===== config.mk =====
export PLATFORM = sky130hd
export DESIGN_NAME = display_adapter
export DESIGN_NICKNAME = d
export VERILOG_FILES = /design/src/display_pkg.sv /design/src/cmd_port.sv /design/src/digit_painter.sv /design/src/display_adapter.sv /design/src/pulse_counter.sv
export SDC_FILE = /design/constraint.sdc
export NUM_CORES = 1
export LEC_CHECK = 0
export BUFFER_PORTS_ARGS = -buffer_cell sky130_fd_sc_hd__buf_2
export CELL_PAD_IN_SITES_DETAIL_PLACEMENT = 1
export CELL_PAD_IN_SITES_GLOBAL_PLACEMENT = 2
export CORE_MARGIN = 1
export CORE_UTILIZATION = 30
export DETAILED_ROUTE_END_ITERATION = 6
export PLACE_DENSITY = 0.72
export RECOVER_POWER = 100
export SLEW_MARGIN = 20
export SYNTH_ARGS = -nofsm -noshare
export SYNTH_HDL_FRONTEND = slang
export SYNTH_HIERARCHICAL = 1
export SYNTH_SLANG_ARGS = --single-unit

===== constraint.sdc =====
create_clock -name clk -period 6.4 [get_ports clk]
set_input_delay 0.32 -clock clk [delete_from_list [all_inputs] [get_ports clk]]
set_output_delay 0.32 -clock clk [all_outputs]
set_load 0.005 [all_outputs]

===== src/display_pkg.sv =====
package display_pkg;

    ////////////////////////////////////////
    // Widths
    ////////////////////////////////////////
    localparam int coord_w     = 16;        // Command data word.
    localparam int font_addr_w = 11;        // 2K font ROM.
    localparam int font_data_w = 8;         // One byte per ROM word.
    localparam int digit_count = 8;         // BCD decades on screen.

    typedef logic [coord_w-1:0]     coord_t;
    typedef logic [font_addr_w-1:0] font_addr_t;
    typedef logic [font_data_w-1:0] font_data_t;
    typedef logic [3:0]             bcd_t;       // One decade.
    typedef logic [2:0]             digit_sel_t; // Decade index.

    ////////////////////////////////////////
    // Glyph layout and placement
    ////////////////////////////////////////
    localparam int glyph_base  = 1024;      // Glyph "0" in the font ROM.
    localparam int glyph_bytes = 36;        // 12 x 24 bits.
    localparam int glyph_w     = 24;        // Along screen x.
    localparam int glyph_h     = 12;        // Along screen y.
    localparam int counter_x   = 229;       // Right edge of the digit row.
    localparam int counter_y   = 680;       // Least significant digit.

    localparam coord_t color_pink = 16'hF81F; // RGB565.

    // Controller opcodes used by this design.
    typedef enum logic [3:0] {
        op_area_set  = 4'd6,                // x1, y1, x2, y2.
        op_area_fill = 4'd7,                // Font byte, color.
        op_area_end  = 4'd8
    } tft_op_e;

    typedef enum logic [2:0] {
        st_idle, st_pick, st_set, st_fill, st_end, st_next, st_finish
    } paint_state_e;

    // Request codes, same numbering as the adapter trigger.
    typedef enum logic [3:0] {
        job_idle         = 4'd0,
        job_draw_counter = 4'd4
    } job_e;

endpackage


===== src/cmd_port.sv =====
`timescale 1ns/1ns

module cmd_port (
    input  logic                    clk,
    input  logic                    rst_n,
    input  logic                    issue,      // One-cycle request.
    input  display_pkg::tft_op_e    op,
    input  display_pkg::coord_t     d1,
    input  display_pkg::coord_t     d2,
    input  display_pkg::coord_t     d3,
    input  display_pkg::coord_t     d4,
    output logic                    busy,
    output logic                    finished,
    output logic                    cmd_en,
    output display_pkg::tft_op_e    cmd_op,
    output display_pkg::coord_t     cmd_d1,
    output display_pkg::coord_t     cmd_d2,
    output display_pkg::coord_t     cmd_d3,
    output display_pkg::coord_t     cmd_d4,
    input  logic                    cmd_done    // One-cycle answer.
);

    ////////////////////////////////////////
    // Enable held until the controller answers
    ////////////////////////////////////////
    always_ff @(posedge clk or negedge rst_n) begin
        if (!rst_n) begin
            cmd_en <= 1'b0;
        end else if (cmd_en && cmd_done) begin
            cmd_en <= 1'b0;                 // Falls on the clock after done.
        end else if (issue && !busy) begin
            cmd_en <= 1'b1;                 // Rises on the clock after issue.
        end
    end

    // Command payload, frozen while enable is high.
    always_ff @(posedge clk) begin
        if (issue && !busy) begin
            cmd_op <= op;
            cmd_d1 <= d1;
            cmd_d2 <= d2;
            cmd_d3 <= d3;
            cmd_d4 <= d4;
        end
    end

    // Busy covers the done cycle too, so the earliest next issue lands
    // in the first low cycle of cmd_en and leaves one idle cycle.
    assign busy     = cmd_en;
    assign finished = cmd_en & cmd_done;    // Same cycle as cmd_done.

endmodule


===== src/digit_painter.sv =====
`timescale 1ns/1ns

module digit_painter (
    input  logic                        clk,
    input  logic                        rst_n,
    input  logic                        en,
    input  display_pkg::job_e           job,
    input  display_pkg::bcd_t           digit,      // Live decade value.
    output display_pkg::digit_sel_t     digit_sel,
    output display_pkg::font_addr_t     font_addr,
    input  display_pkg::font_data_t     font_data,  // Async ROM byte.
    input  logic                        busy,
    input  logic                        finished,
    output logic                        issue,
    output display_pkg::tft_op_e        op,
    output display_pkg::coord_t         d1,
    output display_pkg::coord_t         d2,
    output display_pkg::coord_t         d3,
    output display_pkg::coord_t         d4,
    output logic                        done
);

    display_pkg::paint_state_e state;
    display_pkg::digit_sel_t   digit_idx;       // Decade being drawn.
    display_pkg::coord_t       y_pos;           // Top y of current glyph.
    logic [5:0]                byte_cnt;        // Fill bytes sent.
    logic                      cmd_state;       // State that sends a command.
    logic                      last_byte;
    logic                      last_digit;

    assign digit_sel  = digit_idx;
    assign last_byte  = (byte_cnt == 6'(display_pkg::glyph_bytes - 1));
    assign last_digit = (digit_idx == display_pkg::digit_sel_t'(display_pkg::digit_count - 1));

    ////////////////////////////////////////
    // Command request
    ////////////////////////////////////////
    assign cmd_state = (state == display_pkg::st_set) || (state == display_pkg::st_fill) ||
                       (state == display_pkg::st_end);
    assign issue     = cmd_state && !busy;

    always_comb begin
        op = display_pkg::op_area_end;  // Unused data words stay zero.
        d1 = '0;
        d2 = '0;
        d3 = '0;
        d4 = '0;
        case (state)
            display_pkg::st_set: begin
                op = display_pkg::op_area_set;
                d1 = display_pkg::coord_t'(display_pkg::counter_x - display_pkg::glyph_w + 1);
                d2 = y_pos;
                d3 = display_pkg::coord_t'(display_pkg::counter_x);
                d4 = y_pos + display_pkg::coord_t'(display_pkg::glyph_h - 1);
            end
            display_pkg::st_fill: begin
                op = display_pkg::op_area_fill;
                d1 = display_pkg::coord_t'(font_data);      // Zero-extended byte.
                d2 = display_pkg::color_pink;
            end
            default: ;
        endcase
    end

    ////////////////////////////////////////
    // Job FSM
    ////////////////////////////////////////
    always_ff @(posedge clk or negedge rst_n) begin
        if (!rst_n) begin
            state     <= display_pkg::st_idle;
            digit_idx <= '0;
            y_pos     <= '0;
            byte_cnt  <= '0;
            font_addr <= '0;
            done      <= 1'b0;
        end else begin
            case (state)
                display_pkg::st_idle: begin
                    done <= 1'b0;
                    if (en && job == display_pkg::job_draw_counter) begin
                        digit_idx <= '0;
                        y_pos     <= display_pkg::coord_t'(display_pkg::counter_y);
                        state     <= display_pkg::st_pick;
                    end
                end
                display_pkg::st_pick: begin                 // Digit sampled here.
                    font_addr <= display_pkg::font_addr_t'(display_pkg::glyph_base +
                                 display_pkg::glyph_bytes * digit);
                    byte_cnt  <= '0;
                    state     <= display_pkg::st_set;
                end
                display_pkg::st_set: begin
                    if (finished) state <= display_pkg::st_fill;
                end
                display_pkg::st_fill: begin
                    if (finished) begin
                        font_addr <= font_addr + 1'b1;      // Next glyph byte.
                        byte_cnt  <= byte_cnt + 6'd1;
                        if (last_byte) state <= display_pkg::st_end;
                    end
                end
                display_pkg::st_end: begin
                    if (finished) begin
                        if (last_digit) begin
                            done  <= 1'b1;                  // Clock after last done.
                            state <= display_pkg::st_finish;
                        end else begin
                            state <= display_pkg::st_next;
                        end
                    end
                end
                display_pkg::st_next: begin
                    digit_idx <= digit_idx + 3'd1;
                    y_pos     <= y_pos + display_pkg::coord_t'(display_pkg::glyph_h);
                    state     <= display_pkg::st_pick;
                end
                display_pkg::st_finish: begin
                    done  <= 1'b0;                          // One-cycle pulse.
                    state <= display_pkg::st_idle;
                end
                default: state <= display_pkg::st_idle;
            endcase
        end
    end

endmodule


===== src/display_adapter.sv =====
`timescale 1ns/1ns

module display_adapter (
    input  logic                        clk,
    input  logic                        rst_n,
    input  logic                        en,
    input  display_pkg::job_e           job,
    input  logic                        ex_pulse,   // Photon pulse pin.
    output logic                        done,
    output logic                        cmd_en,     // To the TFT controller.
    output display_pkg::tft_op_e        cmd_op,
    output display_pkg::coord_t         cmd_d1,
    output display_pkg::coord_t         cmd_d2,
    output display_pkg::coord_t         cmd_d3,
    output display_pkg::coord_t         cmd_d4,
    output display_pkg::font_addr_t     font_addr,  // To the font ROM.
    input  logic                        cmd_done,
    input  display_pkg::font_data_t     font_data
);

    display_pkg::digit_sel_t digit_sel;
    display_pkg::bcd_t       digit;
    logic                    busy;
    logic                    finished;
    logic                    issue;
    display_pkg::tft_op_e    op;
    display_pkg::coord_t     d1;
    display_pkg::coord_t     d2;
    display_pkg::coord_t     d3;
    display_pkg::coord_t     d4;

    pulse_counter u_counter (
        .clk       (clk),
        .rst_n     (rst_n),
        .ex_pulse  (ex_pulse),
        .digit_sel (digit_sel),
        .digit     (digit)
    );

    digit_painter u_painter (
        .clk       (clk),
        .rst_n     (rst_n),
        .en        (en),
        .job       (job),
        .digit     (digit),
        .digit_sel (digit_sel),
        .font_addr (font_addr),
        .font_data (font_data),
        .busy      (busy),
        .finished  (finished),
        .issue     (issue),
        .op        (op),
        .d1        (d1),
        .d2        (d2),
        .d3        (d3),
        .d4        (d4),
        .done      (done)
    );

    cmd_port u_cmd (
        .clk       (clk),
        .rst_n     (rst_n),
        .issue     (issue),
        .op        (op),
        .d1        (d1),
        .d2        (d2),
        .d3        (d3),
        .d4        (d4),
        .busy      (busy),
        .finished  (finished),
        .cmd_en    (cmd_en),
        .cmd_op    (cmd_op),
        .cmd_d1    (cmd_d1),
        .cmd_d2    (cmd_d2),
        .cmd_d3    (cmd_d3),
        .cmd_d4    (cmd_d4),
        .cmd_done  (cmd_done)
    );

endmodule


===== src/pulse_counter.sv =====
`timescale 1ns/1ns

module pulse_counter (
    input  logic                    clk,
    input  logic                    rst_n,
    input  logic                    ex_pulse,   // Asynchronous photon pulse.
    input  display_pkg::digit_sel_t digit_sel,
    output display_pkg::bcd_t       digit
);

    logic                     sync1;                                // First sync stage.
    logic                     sync2;                                // Second sync stage.
    logic                     pulse_q;                              // Edge register.
    logic                     rise;
    logic [display_pkg::digit_count-1:0] carry;                     // Ripple carry in.
    display_pkg::bcd_t        decade [display_pkg::digit_count];    // Index 0 is the LSD.

    ////////////////////////////////////////
    // Synchronizer and edge detect
    ////////////////////////////////////////
    always_ff @(posedge clk or negedge rst_n) begin
        if (!rst_n) begin
            sync1   <= 1'b0;
            sync2   <= 1'b0;
            pulse_q <= 1'b0;
        end else begin
            sync1   <= ex_pulse;
            sync2   <= sync1;
            pulse_q <= sync2;
        end
    end

    assign rise = sync2 & ~pulse_q;                                 // One cycle per edge.

    ////////////////////////////////////////
    // BCD decades
    ////////////////////////////////////////
    always_comb begin
        carry[0] = rise;
        for (int k = 1; k < display_pkg::digit_count; k++) begin
            carry[k] = carry[k-1] && (decade[k-1] == 4'd9);         // Lower decade rolls.
        end
    end

    always_ff @(posedge clk or negedge rst_n) begin
        if (!rst_n) begin
            for (int k = 0; k < display_pkg::digit_count; k++) begin
                decade[k] <= 4'd0;
            end
        end else begin
            // Top decade simply wraps, so 99999999 goes back to zero.
            for (int k = 0; k < display_pkg::digit_count; k++) begin
                if (carry[k]) begin
                    decade[k] <= (decade[k] == 4'd9) ? 4'd0 : decade[k] + 4'd1;
                end
            end
        end
    end

    assign digit = decade[digit_sel];                               // Painter read port.

endmodule

==> flow_summary.json, run 1 <==
{
  "outcome": "complete, but fails checks",
  "violations": "capacitance limit, slew limit",
  "leakagePower_nw": 3.19,
  "die_area_mm2": 0.0234,
  "num_antenna_cells": 0,
  "nets": 697,
  "fin_crit_sh_pct": 60.5,
  "syn-instance-count": 589,
  "syn_area_mm2": 0.00685,
  "antenna_found_initial": 0,
  "synth.avg_cell_area_um2": 11.6,
  "pin_count": 98,
  "dp_hpwl_um": 11200,
  "grt.total_usage_pct": 14.0,
  "gp_congestion": 0.775,
  "dpl_cell_area_mm2": 0.00739,
  "io_buffers": 97,
  "cpMostUsedCell": "clkbuf_1",
  "drive_gt1_share_pct": 16.6,
  "wl_per_cell_um": 16.5,
  "via_per_inst": 4.85,
  "cts_max_path_buffers": 2,
  "synth_seq_cells": 142,
  "postCtsSetupRepairBufs": 0,
  "ys_warn_count": 6,
  "yosys.area.top_type": "edfxtp_1",
  "yosysSeqAreaShare_pct": 56.9,
  "route.detailed.drc": 0,
  "crit_chain": "dlygate4sd3_1 -> clkbuf_1 -> clkbuf_1",
  "cts_buffers": 17,
  "critPathLaunchType": "input port",
  "max_freq_mhz": 258,
  "arrival_ns": 4.02,
  "hp-class": "in -> reg",
  "cts-root-buf": "clkbuf_16",
  "cts_num_sinks": 142,
  "first_global_vias": 4941,
  "start_util_pct": 31.0,
  "min_period_ns": 3.87,
  "fp.coreArea_mm2": 0.0221,
  "setup_viol": 0,
  "path_class": "in -> async",
  "floorplan.die.width_um": 153,
  "cts_resized": 0,
  "synth-edff-count": 68,
  "clock_skew_ns": 0.00882,
  "synth_area_leaders": "edfxtp_1, dfrtp_1, buf_4",
  "cpPeakStageDelay_ns": 1.69,
  "crit_slowest_cell": "clkbuf_1",
  "grt_max_degree": 75,
  "detailedPlace.worstSlack_ns": 3.17,
  "cts_max_level": 4,
  "max_slew_margin_pct": -59.1,
  "wl_um": 15900,
  "gr-total-overflow": 0,
  "hold_viol_final": 0,
  "rsz0062_at_grt": "no",
  "grt_pass1_wl_um": 26100,
  "ys_types": 75,
  "area_growth_pct": 15.4,
  "power.density_mw_per_mm2": 384,
  "rows": 54,
  "clkTransAtPathRegs_ns": 0.06,
  "endpoint_kind": "asynchronous set/reset pin",
  "maxCapViolCount": 2,
  "drtIter0Drc": 193,
  "cts_tree": "built",
  "dieHeight_um": 153,
  "design_area_mm2": 0.00790,
  "tightest_slew_ns": 2.39,
  "cp.required_ns": 6.55,
  "drv_slew": 77,
  "drtAntennaViolNets": 0,
  "setup_ws_ns": 2.53,
  "synthArstFlopShare_pct": 52.1,
  "peakVddDrop_mv": 0.159,
  "clock_latency_ns": 0.41,
  "synth-main-ff-cell": "dfrtp_1",
  "vias": 4680,
  "critPathMaxFanout": 41,
  "synth.top_cell.area_share_pct": 29.8,
  "drtPass1Iterations": 4,
  "setup_tns_ns": 0
}
==> cells in the final DEF, fill, tap and decap left out, types with 7 or more instances in the layout <==
| master | count |
|---|---|
| nand3_1 | 21 |
| nor3_1 | 16 |
| nand3b_1 | 8 |
| edfxtp_1 | 68 |
| clkbuf_16 | 17 |
| mux4_2 | 8 |
| o21ai_0 | 31 |
| nand2_1 | 55 |
| xnor2_1 | 20 |
| nor2_1 | 41 |
| nor2b_1 | 8 |
| or3_1 | 7 |
| and3_1 | 8 |
| xor2_1 | 10 |
| nand2b_1 | 10 |
| clkbuf_1 | 42 |
| ha_1 | 8 |
| inv_1 | 19 |
| a21oi_1 | 20 |
| dfrtp_1 | 74 |
| conb_1 | 19 |
| buf_2 | 56 |
==> registers in the layout (all words and copies together), names as in the netlist <==
name	flops
u_cmd/cmd_op	4
u_cmd/cmd_d1	16
u_cmd/cmd_d2	16
u_counter/sync2	1
u_painter/byte_cnt	6
u_painter/font_addr	11
u_painter/y_pos	14
u_cmd/cmd_d3	16
u_counter/decade	32
u_painter/state	3
u_counter/pulse_q	1
u_counter/sync1	1
u_painter/done	1
u_cmd/busy	1
u_painter/digit_sel	3
u_cmd/cmd_d4	16
==> through the flow <==
stage	hold WS, ns	power, mW	utilization [%]	instances
2_1_floorplan	0.0244	1.83	-	607
3_3_place_gp	0.340	2.07	33.5	930
3_5_place_dp	0.342	2.11	33.5	930
4_1_cts	0.112	3.11	36.1	963
5_1_grt	0.182	3.21	35.8	965
6_report	0.193	3.03	35.8	965
==> worst max-delay path: cells and delay by family <==
family	cells	cell delay, ns
buf+inv	3	3.67
==> cells in the mapped netlist (all sizes together), types with 8 or more instances <==
cell	count
nand2b	10
a21oi	20
nor2b	8
nand2	56
and3	8
dfrtp	74
o21ai	31
mux4	8
inv	19
edfxtp	68
nand3	22
or3	8
nor3	16
nor2	42
buf	36
xor2	10
xnor2	20
nand3b	8
ha	8
clkbuf	19
==> cells by family after synthesis <==
group                      after synthesis  share of synthesized area, %
AOI/OAI and AO/OA                       95                          9.12
xor gates and xnor gates                30                          3.84
adders and majority gates                8                          1.46
buffers and inverters                   75                          6.43
DFF                                    142                          56.9
muxes                                   18                          4.26
other                                    1                        0.0548
and+or+nand+nor                        220                          18.0
==> per-layer routing <==
| layer | global-route usage, % | share of wire, % | vias to the layer above |
|---|---|---|---|
| li1 | - | - | 2251 |
| met1 | 17.3 | 47 | 2323 |
| met2 | 24.2 | 49 | 98 |
| met3 | 2.58 | 3.5 | 8 |
| met4 | 5.15 | 0.94 | 0 |
| met5 | 0 | 0 | - |
==> cell type report <==
type,instances,area [um^2]
Multi-Input combinational cell,390,2540
Clock buffer,17,425
Inverter,20,75.1
Timing Repair Buffer,101,465
Fill cell,2450,14200
Clock inverter,15,151
Sequential cell,142,3890
Tap cell,280,350
==> power breakdown <==
group	leakage (nW)	switching, mW	internal, mW
Clock	0.275	0.422	0.550
Combinational	1.39	0.381	0.259
Sequential	1.52	0.190	1.23
Total	3.19	0.993	2.04
==> path summary, 6_finish.rpt <==
check	start	to	slack, ns	cells after the start
hold reg to reg	u_counter/sync1	u_counter/sync2	0.35	0
min in group asynchronous	rst_n	u_counter/decade[10]	1.18	2
setup reg to reg	u_painter/state[1]	u_cmd/cmd_d2[11]	2.83	5
max in group clk	u_painter/state[1]	u_cmd/cmd_d2[11]	2.83	5
setup / recovery	rst_n	u_painter/y_pos[8]	2.53	3
hold / removal	font_data[4]	u_cmd/cmd_d1[4]	0.19	2
==> what timing repair did <==
action                     in CTS  in global routing
hold buffers                    1                  1
setup endpoints to repair       0                  0
hold endpoints to repair        1                 40
No activity file was read; power rests on OpenSTA's default activity.
==> inputs of run 2 (changes only) <==
Clock period 6.4 ns to 3.8 ns, I/O delays scaled along.
==> run 2 against run 1 <==
The flow still finishes with violations (capacitance limit, slew limit). Sequential share of layout area fell by 0.14 points. Wire length increased by 3.0%. Largest cell class unchanged. Largest power group unchanged. Die area is the same.
==> flow_summary.json, run 2 (synthesized netlist as in run 1, its figures left out) <==
{
  "rows": 54,
  "layout_commonest_cell": "dfrtp_1",
  "wl_per_cell_um": 16.9,
  "clkTransAtPathRegs_ns": 0.07,
  "drtAntennaViolNets": 0,
  "arrival_ns": 3.14,
  "cp.required_ns": 3.86,
  "cts_tree": "built",
  "setup_viol": 0,
  "drtPass1Iterations": 4,
  "cts-root-buf": "clkbuf_16",
  "wl_um": 16400,
  "die_area_mm2": 0.0234,
  "holdCritStartpoint": "font_data[4]",
  "p_total_mw": 5.16,
  "vias": 4781,
  "clock_latency_ns": 0.42,
  "setup_ws_ns": 0.726,
  "gp_congestion": 0.763,
  "peakVddDrop_mv": 0.240,
  "multiInputGateArea_mm2": 0.00255,
  "io_buffers": 97,
  "dp_hpwl_um": 11600,
  "path_class": "reg -> reg",
  "leakagePower_nw": 3.20,
  "max_freq_mhz": 325,
  "max_slew_margin_pct": -28.7,
  "rsz0062_at_grt": "no",
  "critPathLaunchType": "flip-flop",
  "first_global_vias": 5183,
  "drv_slew": 75,
  "via_per_inst": 4.94,
  "crit_path_start": "u_painter/state[0]",
  "fill_cells": 2466,
  "cts_max_path_buffers": 2,
  "fin_crit_sh_pct": 80.9,
  "hold_ws_ns": 0.0484,
  "dieHeight_um": 153,
  "utilization_pct": 35.9,
  "cts_max_level": 4,
  "rr_startpoint": "u_painter/state[0]",
  "seq_area_mm2": 0.00389,
  "top_register": "u_counter/decade",
  "largest_register_ffs": 32,
  "setup_tns_ns": 0,
  "design_area_mm2": 0.00793,
  "drtIter0Drc": 206,
  "crit_slowest_cell": "and2b_2",
  "cpPeakStageDelay_ns": 0.59,
  "nets": 699,
  "antenna_found_initial": 0,
  "grt_max_degree": 75,
  "grt.total_usage_pct": 14.8,
  "violations": "capacitance limit, slew limit",
  "hold_viol_final": 0,
  "num_antenna_cells": 0,
  "endpoint_kind": "flip-flop",
  "r2r_end": "u_cmd/cmd_d1[6]",
  "cts_buffers": 17,
  "critPathMaxFanout": 39,
  "holdPathEnd": "u_cmd/cmd_d1[4]",
  "crit_chain": "clkinv_1 -> clkbuf_1 -> nand2b_1 -> a21oi_1 -> and2b_2 -> buf_4",
  "detailedPlace.worstSlack_ns": 1.08,
  "fp.coreArea_mm2": 0.0221,
  "crit_buf_inv": 3,
  "power.density_mw_per_mm2": 651,
  "rrSetupSlack_ns": 0.73,
  "drive_gt1_share_pct": 16.3,
  "area_growth_pct": 15.8,
  "gr-total-overflow": 0,
  "dp.cells": 933,
  "rr_worst_depth": 6,
  "floorplan.die.width_um": 153,
  "grt_pass1_wl_um": 27600,
  "hp-class": "in -> reg",
  "cts_resized": 0,
  "route.detailed.drc": 0,
  "critical_path.top_delay_family": "buffers and inverters",
  "mostFrequentLayoutCells": "dfrtp_1, edfxtp_1, nand2_1",
  "finalNonFillerCells": 967,
  "outcome": "complete, but fails checks",
  "dpl_cell_area_mm2": 0.00742,
  "min_period_ns": 3.07,
  "hold_path_depth": 2,
  "cts_num_sinks": 142,
  "pin_count": 98,
  "maxCapViolCount": 1,
  "start_util_pct": 31.0,
  "clock_skew_ns": 0.00836,
  "tightest_slew_ns": 1.93
}
-- run 2: layer usage --
metal | global-route usage [%] | part of all wire (%) | up-vias
met3 | 3.49 | 4.6 | 20
met2 | 24.8 | 48 | 126
li1 | - | - | 2251
met1 | 18.6 | 45 | 2384
met5 | 0 | 0 | -
met4 | 5.44 | 2.0 | 0
-- run 2: worst max-delay path by stage --
| stage | cells after the start | end | slack (ns) |
|---|---|---|---|
| 2_1_floorplan | 8 | u_painter/font_addr[8] | 1.20 |
| 3_3_place_gp | 6 | u_cmd/cmd_d3[3] | 1.24 |
| 4_1_cts | 6 | u_cmd/cmd_d1[2] | 1.08 |
| 3_5_place_dp | 6 | u_cmd/cmd_d3[3] | 1.08 |
| 6_report | 6 | u_cmd/cmd_d1[6] | 0.73 |
| 5_1_grt | 6 | u_cmd/cmd_d1[1] | 0.44 |
-- run 2: worst register-to-register path: stages, from the launching register on --
cell	delay, ns
dfrtp_1	0.54
clkinv_1	0.09
clkbuf_1	0.57
nand2b_1	0.16
a21oi_1	0.21
and2b_2	0.59
buf_4	0.54
-- run 2: what timing repair did --
action	CTS	global route
buffers inserted	0	0
hold buffers	2	0
hold endpoints to repair	75	0
-- run 2: final cells by class --
cell class                      count  area share (%)
Sequential cell                   142            49.1
Multi-Input combinational cell    390            32.1
Timing Repair Buffer              103            5.94
Clock buffer                       17            5.37
Tap cell                          280            4.42
Clock inverter                     15            2.07
Inverter                           20           0.947
-- run 2: report_power, final --
group	leakage (nW)	total [mW]	switching, mW	internal (mW)
clock network	0.289	1.68	0.740	0.938
registers	1.52	2.40	0.326	2.07
logic	1.39	1.09	0.651	0.436
total	3.20	5.16	1.72	3.45
